File: src/exec_params.svh
// width, pc step, functional unit count and done vector bit order macros
`ifndef EXEC_PARAMS_SVH
`define EXEC_PARAMS_SVH

// datapath
`define XLEN     32   // data and address width
`define PC_W     32   // program counter width
`define REG_W    5    // architectural register index
`define PC_STEP  4    // bytes per instruction, no compressed ops

// done vector toward scoreboard
`define NUM_FU   3    // alu, scalar ls, branch
`define FU_ALU   0    // scalar alu bit
`define FU_LS    1    // scalar load/store bit
`define FU_BR    2    // branch unit bit

`endif
File: src/exec_pkg.sv
// execute stage opcode enums and per-unit request/response structs
`default_nettype none

`include "exec_params.svh"

package exec_pkg;

    // scalar alu ops, scoreboard sends these already decoded
    typedef enum logic [3:0] {
        ALU_ADD  = 4'd0,
        ALU_SUB  = 4'd1,
        ALU_AND  = 4'd2,
        ALU_OR   = 4'd3,
        ALU_XOR  = 4'd4,
        ALU_SLL  = 4'd5,
        ALU_SRL  = 4'd6,
        ALU_SRA  = 4'd7,
        ALU_SLT  = 4'd8,
        ALU_SLTU = 4'd9
    } alu_op_t;

    // conditional codes follow funct3, jumps fill the unused slots
    typedef enum logic [2:0] {
        BR_BEQ  = 3'b000,
        BR_BNE  = 3'b001,
        BR_JAL  = 3'b010,
        BR_JALR = 3'b011,
        BR_BLT  = 3'b100,
        BR_BGE  = 3'b101,
        BR_BLTU = 3'b110,
        BR_BGEU = 3'b111
    } br_type_t;

    // bit 3 marks a store, low bits are the funct3 size/sign code
    typedef enum logic [3:0] {
        MEM_LB  = 4'b0000,
        MEM_LH  = 4'b0001,
        MEM_LW  = 4'b0010,
        MEM_LBU = 4'b0100,
        MEM_LHU = 4'b0101,
        MEM_SB  = 4'b1000,
        MEM_SH  = 4'b1001,
        MEM_SW  = 4'b1010
    } mem_type_t;

    typedef struct packed {
        logic              enable;   // one cycle, one op
        alu_op_t           op;
        logic [`XLEN-1:0]  port_a;
        logic [`XLEN-1:0]  port_b;   // reg or imm, picked upstream
        logic [`REG_W-1:0] rd;
    } alu_req_t;

    typedef struct packed {
        logic              done;
        logic [`REG_W-1:0] rd;
        logic [`XLEN-1:0]  result;
    } alu_rsp_t;

    typedef struct packed {
        logic              enable;
        br_type_t          br_type;
        logic [`XLEN-1:0]  reg_a;
        logic [`XLEN-1:0]  reg_b;
        logic [`PC_W-1:0]  current_pc;
        logic [`XLEN-1:0]  imm;
        logic              predicted_taken;   // fetch prediction
        logic [`REG_W-1:0] rd;                // link register
    } br_req_t;

    typedef struct packed {
        logic              resolved;
        logic              miss;         // outcome != prediction
        logic              taken;
        logic [`PC_W-1:0]  correct_pc;   // redirect target for fetch
        logic [`PC_W-1:0]  target;
        logic              update_btb;
        logic [`REG_W-1:0] rd;
        logic [`PC_W-1:0]  link_wdat;    // pc + 4 for jal/jalr
    } br_rsp_t;

    typedef struct packed {
        logic              enable;
        mem_type_t         mem_type;
        logic [`XLEN-1:0]  rs1;   // base
        logic [`XLEN-1:0]  rs2;   // store data
        logic [`XLEN-1:0]  imm;
        logic [`REG_W-1:0] rd;
    } ls_req_t;

    typedef struct packed {
        logic [`XLEN-1:0]   addr;      // word aligned
        logic               ren;
        logic               wen;
        logic [`XLEN/8-1:0] byte_en;
        logic [`XLEN-1:0]   wdata;     // already in its byte lane
    } dmem_req_t;

    typedef struct packed {
        logic             dhit;    // one cycle, ends the request
        logic [`XLEN-1:0] rdata;   // valid with dhit
    } dmem_rsp_t;

    typedef struct packed {
        logic              done;
        logic [`REG_W-1:0] rd;
        logic [`XLEN-1:0]  load_data;   // zero for stores
    } ls_rsp_t;

endpackage

`default_nettype wire

File: src/execute.sv
// execute stage top with alu, branch and scalar load/store units, flags and done vector
`default_nettype none

`include "exec_params.svh"

module execute import exec_pkg::*; (
    input  logic              CLK,
    input  logic              arst_n,

    // from scoreboard
    input  logic              halt_in,
    input  logic              spec_in,    // op issued under speculation
    input  alu_req_t          alu_req,
    input  br_req_t           br_req,
    input  ls_req_t           ls_req,

    // from data memory
    input  dmem_rsp_t         dmem_rsp,

    // pass-through flags
    output logic              halt_out,   // to mem
    output logic              spec_out,   // to wb

    // unit results
    output alu_rsp_t          alu_rsp,    // to wb
    output br_rsp_t           br_rsp,     // to fetch, sb, wb
    output ls_rsp_t           ls_rsp,     // to wb

    // to data memory
    output dmem_req_t         dmem_req,

    // to scoreboard
    output logic [`NUM_FU-1:0] fu_done,
    output logic              ls_busy     // blocks ls issue
);

    // flags ride through untouched
    assign halt_out = halt_in;
    assign spec_out = spec_in;

    // scalar alu, fixed one cycle
    fu_alu u_alu (
        .CLK    (CLK),
        .arst_n (arst_n),
        .req    (alu_req),
        .rsp    (alu_rsp)
    );

    // branch unit, fixed one cycle
    fu_branch u_branch (
        .CLK    (CLK),
        .arst_n (arst_n),
        .req    (br_req),
        .rsp    (br_rsp)
    );

    // scalar load/store, latency set by memory
    fu_scalar_ls u_sls (
        .CLK      (CLK),
        .arst_n   (arst_n),
        .req      (ls_req),
        .dmem_rsp (dmem_rsp),
        .dmem_req (dmem_req),
        .rsp      (ls_rsp),
        .busy     (ls_busy)
    );

    // done vector, one bit per unit
    assign fu_done[`FU_ALU] = alu_rsp.done;
    assign fu_done[`FU_LS]  = ls_rsp.done;      // after dhit
    assign fu_done[`FU_BR]  = br_rsp.resolved;  // miss rides with resolved

endmodule

`default_nettype wire

File: src/fu_scalar_ls.sv
// scalar load/store sequencer with request hold, byte lanes and load extension
`default_nettype none

`include "exec_params.svh"

module fu_scalar_ls import exec_pkg::*; (
    input  logic      CLK,
    input  logic      arst_n,
    input  ls_req_t   req,
    input  dmem_rsp_t dmem_rsp,
    output dmem_req_t dmem_req,
    output ls_rsp_t   rsp,
    output logic      busy
);

    typedef enum logic {
        LS_IDLE,
        LS_WAIT   // request held until dhit
    } ls_state_t;

    ls_state_t          state_q;
    logic [`XLEN-1:0]   eaddr;
    logic [`XLEN/8-1:0] be_d;
    logic [`XLEN-1:0]   addr_q;
    logic [`XLEN/8-1:0] be_q;
    logic [`XLEN-1:0]   wdata_q;
    mem_type_t          type_q;
    logic [`REG_W-1:0]  rd_q;
    logic               is_store;
    logic [`XLEN-1:0]   lane;      // addressed byte moved to bit 0
    logic [`XLEN-1:0]   load_d;
    logic [`XLEN-1:0]   load_q;
    logic               done_q;

    assign eaddr = req.rs1 + req.imm;  // base + offset

    // byte enables by access size
    always_comb begin
        case (req.mem_type)
            MEM_LB, MEM_LBU, MEM_SB: be_d = 4'b0001 << eaddr[1:0];
            MEM_LH, MEM_LHU, MEM_SH: be_d = 4'b0011 << {eaddr[1], 1'b0};
            default:                 be_d = 4'b1111;
        endcase
    end

    always_ff @(posedge CLK, negedge arst_n) begin
        if (!arst_n) begin
            state_q <= LS_IDLE;
            done_q  <= 1'b0;
        end else begin
            done_q <= 1'b0;
            case (state_q)
                LS_IDLE: if (req.enable) state_q <= LS_WAIT;
                LS_WAIT: begin
                    if (dmem_rsp.dhit) begin
                        state_q <= LS_IDLE;
                        done_q  <= 1'b1;   // one cycle pulse
                    end
                end
                default: state_q <= LS_IDLE;
            endcase
        end
    end

    // capture op at issue, load data at hit
    always_ff @(posedge CLK) begin
        if (state_q == LS_IDLE && req.enable) begin
            addr_q  <= eaddr;
            be_q    <= be_d;
            wdata_q <= req.rs2 << {eaddr[1:0], 3'b000};  // into byte lane
            type_q  <= req.mem_type;
            rd_q    <= req.rd;
        end
        if (state_q == LS_WAIT && dmem_rsp.dhit) begin
            load_q <= load_d;
        end
    end

    assign is_store = type_q[3];
    assign lane     = dmem_rsp.rdata >> {addr_q[1:0], 3'b000};

    // extend by type, stores give zero
    always_comb begin
        case (type_q)
            MEM_LB:  load_d = {{(`XLEN-8){lane[7]}}, lane[7:0]};
            MEM_LH:  load_d = {{(`XLEN-16){lane[15]}}, lane[15:0]};
            MEM_LW:  load_d = lane;
            MEM_LBU: load_d = {{(`XLEN-8){1'b0}}, lane[7:0]};
            MEM_LHU: load_d = {{(`XLEN-16){1'b0}}, lane[15:0]};
            default: load_d = '0;
        endcase
    end

    assign busy = (state_q == LS_WAIT);  // scoreboard holds issue

    assign dmem_req = '{addr: {addr_q[`XLEN-1:2], 2'b00},
                        ren: busy & ~is_store,
                        wen: busy & is_store,
                        byte_en: be_q,
                        wdata: wdata_q};

    assign rsp = '{done: done_q, rd: rd_q, load_data: load_q};

endmodule

`default_nettype wire

File: src/fu_branch.sv
// registered branch resolution, miss detection and link value
`default_nettype none

`include "exec_params.svh"

module fu_branch import exec_pkg::*; (
    input  logic    CLK,
    input  logic    arst_n,
    input  br_req_t req,
    output br_rsp_t rsp
);

    localparam logic [`PC_W-1:0] PC_INC = `PC_STEP;

    logic              eq;
    logic              lt_s;
    logic              lt_u;
    logic              taken_d;
    logic [`XLEN-1:0]  jalr_sum;
    logic [`PC_W-1:0]  target_d;
    logic [`PC_W-1:0]  seq_pc;       // fall-through pc
    logic              resolved_q;
    logic              miss_q;
    logic              upd_btb_q;
    logic              taken_q;
    logic [`PC_W-1:0]  correct_q;
    logic [`PC_W-1:0]  target_q;
    logic [`PC_W-1:0]  link_q;
    logic [`REG_W-1:0] rd_q;

    // condition compares
    assign eq   = (req.reg_a == req.reg_b);
    assign lt_s = ($signed(req.reg_a) < $signed(req.reg_b));
    assign lt_u = (req.reg_a < req.reg_b);

    always_comb begin
        case (req.br_type)
            BR_BEQ:  taken_d = eq;
            BR_BNE:  taken_d = ~eq;
            BR_BLT:  taken_d = lt_s;
            BR_BGE:  taken_d = ~lt_s;
            BR_BLTU: taken_d = lt_u;
            BR_BGEU: taken_d = ~lt_u;
            default: taken_d = 1'b1;  // jal, jalr
        endcase
    end

    // target, jalr is register relative with bit 0 cleared
    assign jalr_sum = req.reg_a + req.imm;
    assign target_d = (req.br_type == BR_JALR) ? {jalr_sum[`PC_W-1:1], 1'b0}
                                               : req.current_pc + req.imm;
    assign seq_pc   = req.current_pc + PC_INC;

    always_ff @(posedge CLK, negedge arst_n) begin
        if (!arst_n) begin
            resolved_q <= 1'b0;
            miss_q     <= 1'b0;
            upd_btb_q  <= 1'b0;
        end else begin
            resolved_q <= req.enable;
            miss_q     <= req.enable & (taken_d != req.predicted_taken);
            upd_btb_q  <= req.enable & taken_d;  // train btb on taken only
        end
    end

    always_ff @(posedge CLK) begin
        taken_q   <= taken_d;
        target_q  <= target_d;
        correct_q <= taken_d ? target_d : seq_pc;
        link_q    <= seq_pc;  // rd gets return address
        rd_q      <= req.rd;
    end

    assign rsp = '{resolved: resolved_q, miss: miss_q, taken: taken_q,
                   correct_pc: correct_q, target: target_q, update_btb: upd_btb_q,
                   rd: rd_q, link_wdat: link_q};

endmodule

`default_nettype wire

File: src/fu_alu.sv
// registered scalar alu with shift, compare and add/sub paths
`default_nettype none

`include "exec_params.svh"

module fu_alu import exec_pkg::*; (
    input  logic     CLK,
    input  logic     arst_n,
    input  alu_req_t req,
    output alu_rsp_t rsp
);

    logic              sub_sel;    // sub, slt and sltu all subtract
    logic [`XLEN-1:0]  b_inv;
    logic [`XLEN:0]    addsub;     // top bit is carry out
    logic              lt_s;
    logic              lt_u;
    logic [4:0]        shamt;
    logic [`XLEN-1:0]  res_d;
    logic [`XLEN-1:0]  res_q;
    logic [`REG_W-1:0] rd_q;
    logic              done_q;

    // add/sub path, one adder shared with compares
    assign sub_sel = (req.op != ALU_ADD);
    assign b_inv   = req.port_b ^ {`XLEN{sub_sel}};
    assign addsub  = {1'b0, req.port_a} + {1'b0, b_inv} + {{`XLEN{1'b0}}, sub_sel};

    // compare path
    assign lt_u = ~addsub[`XLEN];   // no carry out means borrow
    assign lt_s = (req.port_a[`XLEN-1] ^ req.port_b[`XLEN-1]) ? req.port_a[`XLEN-1]
                                                             : addsub[`XLEN-1];

    assign shamt = req.port_b[4:0];  // rv32 shifts use low five bits

    always_comb begin
        case (req.op)
            ALU_ADD,
            ALU_SUB:  res_d = addsub[`XLEN-1:0];
            ALU_AND:  res_d = req.port_a & req.port_b;
            ALU_OR:   res_d = req.port_a | req.port_b;
            ALU_XOR:  res_d = req.port_a ^ req.port_b;
            ALU_SLL:  res_d = req.port_a << shamt;
            ALU_SRL:  res_d = req.port_a >> shamt;
            ALU_SRA:  res_d = $signed(req.port_a) >>> shamt;  // sign fill
            ALU_SLT:  res_d = {{(`XLEN-1){1'b0}}, lt_s};
            ALU_SLTU: res_d = {{(`XLEN-1){1'b0}}, lt_u};
            default:  res_d = '0;
        endcase
    end

    // done pulse follows the sampled enable
    always_ff @(posedge CLK, negedge arst_n) begin
        if (!arst_n) begin
            done_q <= 1'b0;
        end else begin
            done_q <= req.enable;
        end
    end

    always_ff @(posedge CLK) begin
        res_q <= res_d;
        rd_q  <= req.rd;
    end

    assign rsp = '{done: done_q, rd: rd_q, result: res_q};  // to wb

endmodule

`default_nettype wire

File: config.mk
export PLATFORM = sky130hd
export DESIGN_NAME = execute
export DESIGN_NICKNAME = d
export VERILOG_FILES = /design/src/exec_pkg.sv /design/src/execute.sv /design/src/fu_scalar_ls.sv /design/src/fu_branch.sv /design/src/fu_alu.sv
export VERILOG_INCLUDE_DIRS = /design/src
export SDC_FILE = /design/constraint.sdc
export NUM_CORES = 1
export LEC_CHECK = 0
export BUFFER_PORTS_ARGS = -buffer_cell sky130_fd_sc_hd__buf_2
export CORE_ASPECT_RATIO = 0.5
export CORE_MARGIN = 3
export CORE_UTILIZATION = 39
export DETAILED_ROUTE_END_ITERATION = 6
export MAX_ROUTING_LAYER = met4
export SLEW_MARGIN = 40
export SYNTH_ARGS = -nofsm -noshare
export SYNTH_HDL_FRONTEND = slang
export SYNTH_SLANG_ARGS = --single-unit
File: constraint.sdc
create_clock -name CLK -period 9.1 [get_ports CLK]
set_input_delay 0.455 -clock CLK [delete_from_list [all_inputs] [get_ports CLK]]
set_output_delay 0.455 -clock CLK [all_outputs]
set_load 0.02 [all_outputs]
# Yosys cells after proc, flatten, opt, wreduce, memory -nomap -nowiden
# Index checks and enable logic that the tools add are counted.
word_totals:
  register_bits: 254
  inputBits: 355
  out_inout_bits: 257
  word_cells: 97
classes:
  add_sub_neg: 6
  order_cmp: 2
  n_eq_ne: 26
  shift: 7
  muxes: 12
  bitwise_logic: 15
  reduce_logical: 10
op_table:
  columns: ["op", "n"]
  rows:
  - ["32-bit case mux with 9 select lines", 1]
  - ["32-bit case mux with 5 select lines", 1]
  - ["32-bit adder", 3]
  - ["32-bit less-than comparator", 2]
  - ["32-bit 2-to-1 mux", 2]
  - ["32-bit by 5-bit << shifter with 32-bit output", 2]
  - ["32-bit by 5-bit right shift with 32-bit output", 2]
  - ["32-bit bitwise XOR", 2]
  - ["32-bit by 32-bit adder with 33-bit output", 1]
  - ["33-bit by 1-bit adder with 33-bit output", 1]
  - ["32-bit by 3-bit adder with 32-bit output, second input constant", 1]
  - ["32-bit bitwise AND", 1]
  - ["32-bit == test", 1]
  - ["4-bit by 3-bit == test with 1-bit output, second input constant", 8]
  - ["32-bit bitwise OR", 1]
  - ["32-bit by 5-bit >>> shifter with 32-bit output", 1]
  - ["4-bit == test, second input constant", 4]
  - ["3-bit == test, second input constant", 4]
  - ["4-bit by 1-bit == test with 1-bit output, second input constant", 3]
  - ["4-bit by 2-bit == test with 1-bit output, second input constant", 3]
  - ["4-bit logical NOT", 3]
  - ["4-bit case mux with 2 select lines", 1]
  - ["1-bit NOT", 6]
  - ["1-bit case mux with 6 select lines", 1]
  - ["14 further kinds", 23]

# Depth between registers and ports, before layout
depth:
  ltp_word: 6
  ltp_mapped: 17

# By module
# Synthesis repeated with hierarchy kept, for this count alone.
hier_totals:
  hier_cells: 2581
  area_unflattened_um2: 22501.6
by_module_without_submodules:
  columns: ["module", "instances", "cells_each", "area_per_inst_um2", "seq_area_each_um2"]
  rows:
  - ["fu_alu", 1, 1050, 8186.6, 765.7]
  - ["fu_branch", 1, 912, 7629.8, 2117.0]
  - ["fu_scalar_ls", 1, 614, 6647.6, 3323.2]
  - ["execute", 1, 5, 37.5, 0.0]

# Worst setup path before layout
# OpenSTA, ideal clock, no wires.
synth_timing:
  path_type: "reg2reg"
  startpoint: "register u_sls.state_q, in the netlist u_sls.busy"
  endpoint: "register u_sls.addr_q[0], enable pin"
  setup_time_ns: 0.520
  arrival_time_ns: 3.900
  t_required_ns: 8.580
  slack_ns: 4.680
  stages_incl_launch_ff: 2
  period_less_slack_ns: 4.420
  path_cell_list: "dfrtp_1 -> nor2b_1"
synth_via:
  elab_chain_cells: 2
synth_rtl:
  columns: ["item", "line_no", "source"]
  rows:
  - ["from (decl)", "fu_scalar_ls.sv:21", "ls_state_t state_q;"]
  - ["from (signal assigned)", "fu_scalar_ls.sv:48", "state_q <= LS_IDLE;"]
  - ["from (signal assigned)", "fu_scalar_ls.sv:53", "LS_IDLE: if (req.enable) state_q <= LS_WAIT;"]
  - ["from (signal assigned)", "fu_scalar_ls.sv:56", "state_q <= LS_IDLE;"]
  - ["1-bit NOT", "fu_scalar_ls.sv:67", "if (state_q == LS_IDLE && req.enable) begin"]
  - ["1-bit logical AND", "fu_scalar_ls.sv:67", null]
  - ["to (signal assigned)", "fu_scalar_ls.sv:68", "addr_q <= eaddr;"]
  - ["to (decl)", "fu_scalar_ls.sv:24", "logic [`XLEN-1:0] addr_q;"]
# Every way passes these cells.
# A chain may end at the register's enable or synchronous reset.

# Worst setup path after layout
layout_timing:
  startpoint: "input alu_req[69] (netlist name)"
  endpoint: "register u_alu.res_q[0]"
layout_via:
  elab_chain_cells: 6
  elab_cells_between_ends: 18
  classes_between: "add/sub (2); eq/ne (9); mux (2); bitwise (2); reduce/logical (3)"
layout_rtl:
  columns: ["item", "line_no", "source"]
  rows:
  - ["from (decl)", "execute.sv:13", "input alu_req_t alu_req,"]
  - ["4-bit nonzero test", "fu_alu.sv:25", "assign sub_sel = (req.op != ALU_ADD);"]
  - ["32-bit bitwise XOR", "fu_alu.sv:26", "assign b_inv = req.port_b ^ {`XLEN{sub_sel}};"]
  - ["32-bit by 32-bit adder with 33-bit output", "fu_alu.sv:27", "assign addsub = {1'b0, req.port_a} + {1'b0, b_inv} + {{`XLEN{1'b0}}, sub_sel};"]
  - ["33-bit by 1-bit adder with 33-bit output", "fu_alu.sv:27", null]
  - ["1-bit 2-to-1 mux / 1-bit NOT (equally long branches)", "fu_alu.sv:31, fu_alu.sv:30", null]
  - ["32-bit case mux with 9 select lines (*)", "fu_alu.sv:37", "case (req.op)"]
  - ["to (signal assigned)", "fu_alu.sv:62", "res_q <= res_d;"]
  - ["to (decl)", "fu_alu.sv:20", "logic [`XLEN-1:0] res_q;"]
# Mark *: on every way between the ends. The rest lies on a longest branch, timed or not.

==> results_dict.tcl <==
set metrics [dict create \
    grt_antenna_before_repair 12 \
    post_cts_buffers 0 \
    synthesis.area_sq_mm 0.0213 \
    path_buf_inv 2 \
    clkSinkCount 254 \
    power_leakage_nw 12.0 \
    numPortBuffers 605 \
    synth_area_leaders "edfxtp_1 15%, dfxtp_1 13%, ha_1 13%" \
    setup_slack_ns 4.31 \
    final_nets 3619 \
    fmax_mhz 209 \
    slew_headroom 0.421 \
    die_y_microns 171 \
    dp_hpwl_mm 66.8 \
    synth.avg_cell_area_sq_um 8.42 \
    fin_worst_skew_ns 0.0125 \
    hold_slack_ns 0.0337 \
    netlist.area_leader.share 0.154 \
    grt_pass1_wl_mm 123 \
    drv_slew 0 \
    first_pass_iters 6 \
    finalSetupViolCount 0 \
    cpMaxStageDelayCell "a2111oi_2" \
    postPlaceCellArea_sq_mm 0.0246 \
    finalCritPeriodShare 0.527 \
    drtIter0Drc 1884 \
    grt_pass1_vias 19863 \
    period_needed_ns 4.79 \
    place.gp.congestion 0.965 \
    crit_family "compound AO/OA/AOI/OAI gates" \
    synth_flop_cell "dfxtp_1" \
    clk_pin_slew_ns 0.07 \
    peakVddDrop_v 0.000128 \
    layout-drive-gt1-share 0.246 \
    start_kind "input port" \
    grt_max_degree 79 \
    synth_async_sr_flop_share 0.0236 \
    fin_tns_setup_ns 0 \
    design_area_sq_mm 0.0258 \
    yosys-top-cells-count "221 x ha_1, 218 x nor2_1, 215 x o21ai_0" \
    start_util 0.402 \
    cts_buffers 27 \
    overflow 0 \
    drc 0 \
    max_slew.worst_pin.slew_ns 0.865 \
    io_pins 612 \
    die_w_microns 336 \
    yosysMostFrequentCell "ha_1" \
    critPathCaptureType "flip-flop" \
    dp_slack_ns 3.76 \
    netlist.top_cell.by_area "edfxtp_1" \
    finalHoldViolations 0 \
    viasPerCell 5.62 \
    critical_path_peak_fanout 33 \
    ant_nets 0 \
    final_core_util 0.488 \
    netlist_instances 2524 \
    ys_ff_latch 254 \
    min_path_type "input port to flip-flop" \
    yosys_warnings 0 \
    rsz0062_at_grt "no" \
    crit_arrival_ns 5.28 \
    clk_latency_ns 0.60 \
    crit_chain "buf_2 -> nor4_4 -> buf_4 -> xnor2_1 -> ha_1 -> a31oi_1 -> o21ai_1 -> a2111oi_2 -> o31a_1 -> a31oi_1 -> o311a_1 -> a221oi_2 -> o21ba_2 -> o21ai_1 -> xor2_1 -> a311o_1" \
    num_rows 59 \
    core-area_sq_mm 0.0529 \
    area_growth_pct 21.5 \
    cts_tree "built" \
    synth.distinct_cells 78 \
    grtUsageTotal 0.285 \
    required_ns 9.58 \
    powerDensity_mw_per_mm2 160 \
    dieArea_sq_mm 0.0575 \
    cap_violations 0 \
    vias 21169 \
    seq_area_frac_synth 0.292 \
    status "finished, final reports clean" \
    cts_max_path_buffers 3 \
    avgRoutedWirePerCell_microns 22.3 \
    htree_levels 1 \
    synth-edff-count 109 \
    wirelength_mm 84.1 \
    cpPeakStageDelay_ns 0.54 \
    worstSetupPathType "input port to flip-flop" \
    cts_root_buf "clkbuf_16" \
]
cell families after synthesis:
logic type | after synthesis | synth area share
flip-flops | 254 | 0.292
other | 1 | 0.000176
AND/OR/NAND/NOR | 653 | 0.141
AO/OA/AOI/OAI | 784 | 0.232
XOR/XNOR | 169 | 0.0696
buffers and inverters | 296 | 0.0599
adder cells (fa/ha/maj) | 225 | 0.134
multiplexers | 142 | 0.0715
cells in the final DEF (no fill, tap or decap), types with 22 or more instances in the layout:
master / instances
buf_2: 604
mux2i_1: 100
a21o_1: 65
nor2b_1: 36
mux2_2: 38
and2_1: 22
nand2b_1: 23
o211ai_1: 36
ha_1: 221
dfxtp_1: 139
a21oi_1: 209
clkbuf_16: 30
o21ai_0: 215
buf_4: 23
xnor2_1: 122
inv_1: 134
nand3_1: 37
nand2_1: 200
nor3_1: 29
a211oi_1: 55
edfxtp_1: 109
xor2_1: 47
nor2_1: 216
final cells by class:
cell class	count	area (sq um)
fillers	5270	27100
multi-input cells	1975	13900
inverters	136	510
clock inverters	15	158
diodes	9	22.5
clock buffers	35	810
repair buffers	645	3380
well taps	701	877
flip-flops and latches	254	6210
layer usage:
layer / track usage / wire length [microns] / vias to the layer above
met3: 0.0361 / 4610 / 121
li1: - / - / 10197
met4: 0.0748 / 2240 / 0
met1: 0.367 / 36700 / 10150
met5: - / 0 / -
met2: 0.475 / 40500 / 701
metrics by stage:
step	total power [mW]	std cells
after floorplan	2.39	2525
after global routing	4.34	3768
after CTS	4.15	3759
final	4.13	3770
after detailed placement	2.90	3694
after global placement	2.90	3694
flip-flops by register name (all words and copies together), names as in the netlist:
name,cells
u_alu.res_q,32
u_sls.addr_q,32
u_branch.upd_btb_q,1
u_sls.done_q,1
u_branch.taken_q,1
u_branch.rd_q,5
u_branch.target_q,32
u_branch.correct_q,32
u_branch.miss_q,1
u_sls.be_q,4
u_branch.resolved_q,1
u_sls.rd_q,5
u_sls.busy,1
u_alu.rd_q,5
u_sls.wdata_q,32
u_sls.load_q,32
u_alu.done_q,1
u_sls.type_q,4
u_branch.link_q,32
power breakdown:
part | leakage (nW) | internal (mW) | switching, mW
sequential | 2.27 | 1.35 | 0.0464
combinational | 9.26 | 0.556 | 0.948
clock | 0.478 | 0.673 | 0.556
final timing paths:
check | slack (ns) | cells past startpoint | end | startpoint
max | 4.31 | 16 | u_alu.res_q[0] | alu_req[69]
min | 0.03 | 1 | u_sls.rd_q[4] | ls_req[4]
max reg2reg | 6.69 | 6 | u_sls.load_q[23] | u_sls.addr_q[1]
min reg2reg | 0.64 | 2 | u_sls.busy | u_sls.busy
max in group asynchronous | 8.69 | 2 | u_branch.resolved_q | arst_n
min in group asynchronous | 0.24 | 2 | u_sls.busy | arst_n
repair_timing:
action	4_1_cts	5_1_grt
hold endpoints to repair	20	1
hold buffers	15	1
setup endpoints to repair	0	0
gates resized for setup	0	0
(Power assumes the default switching activity.)
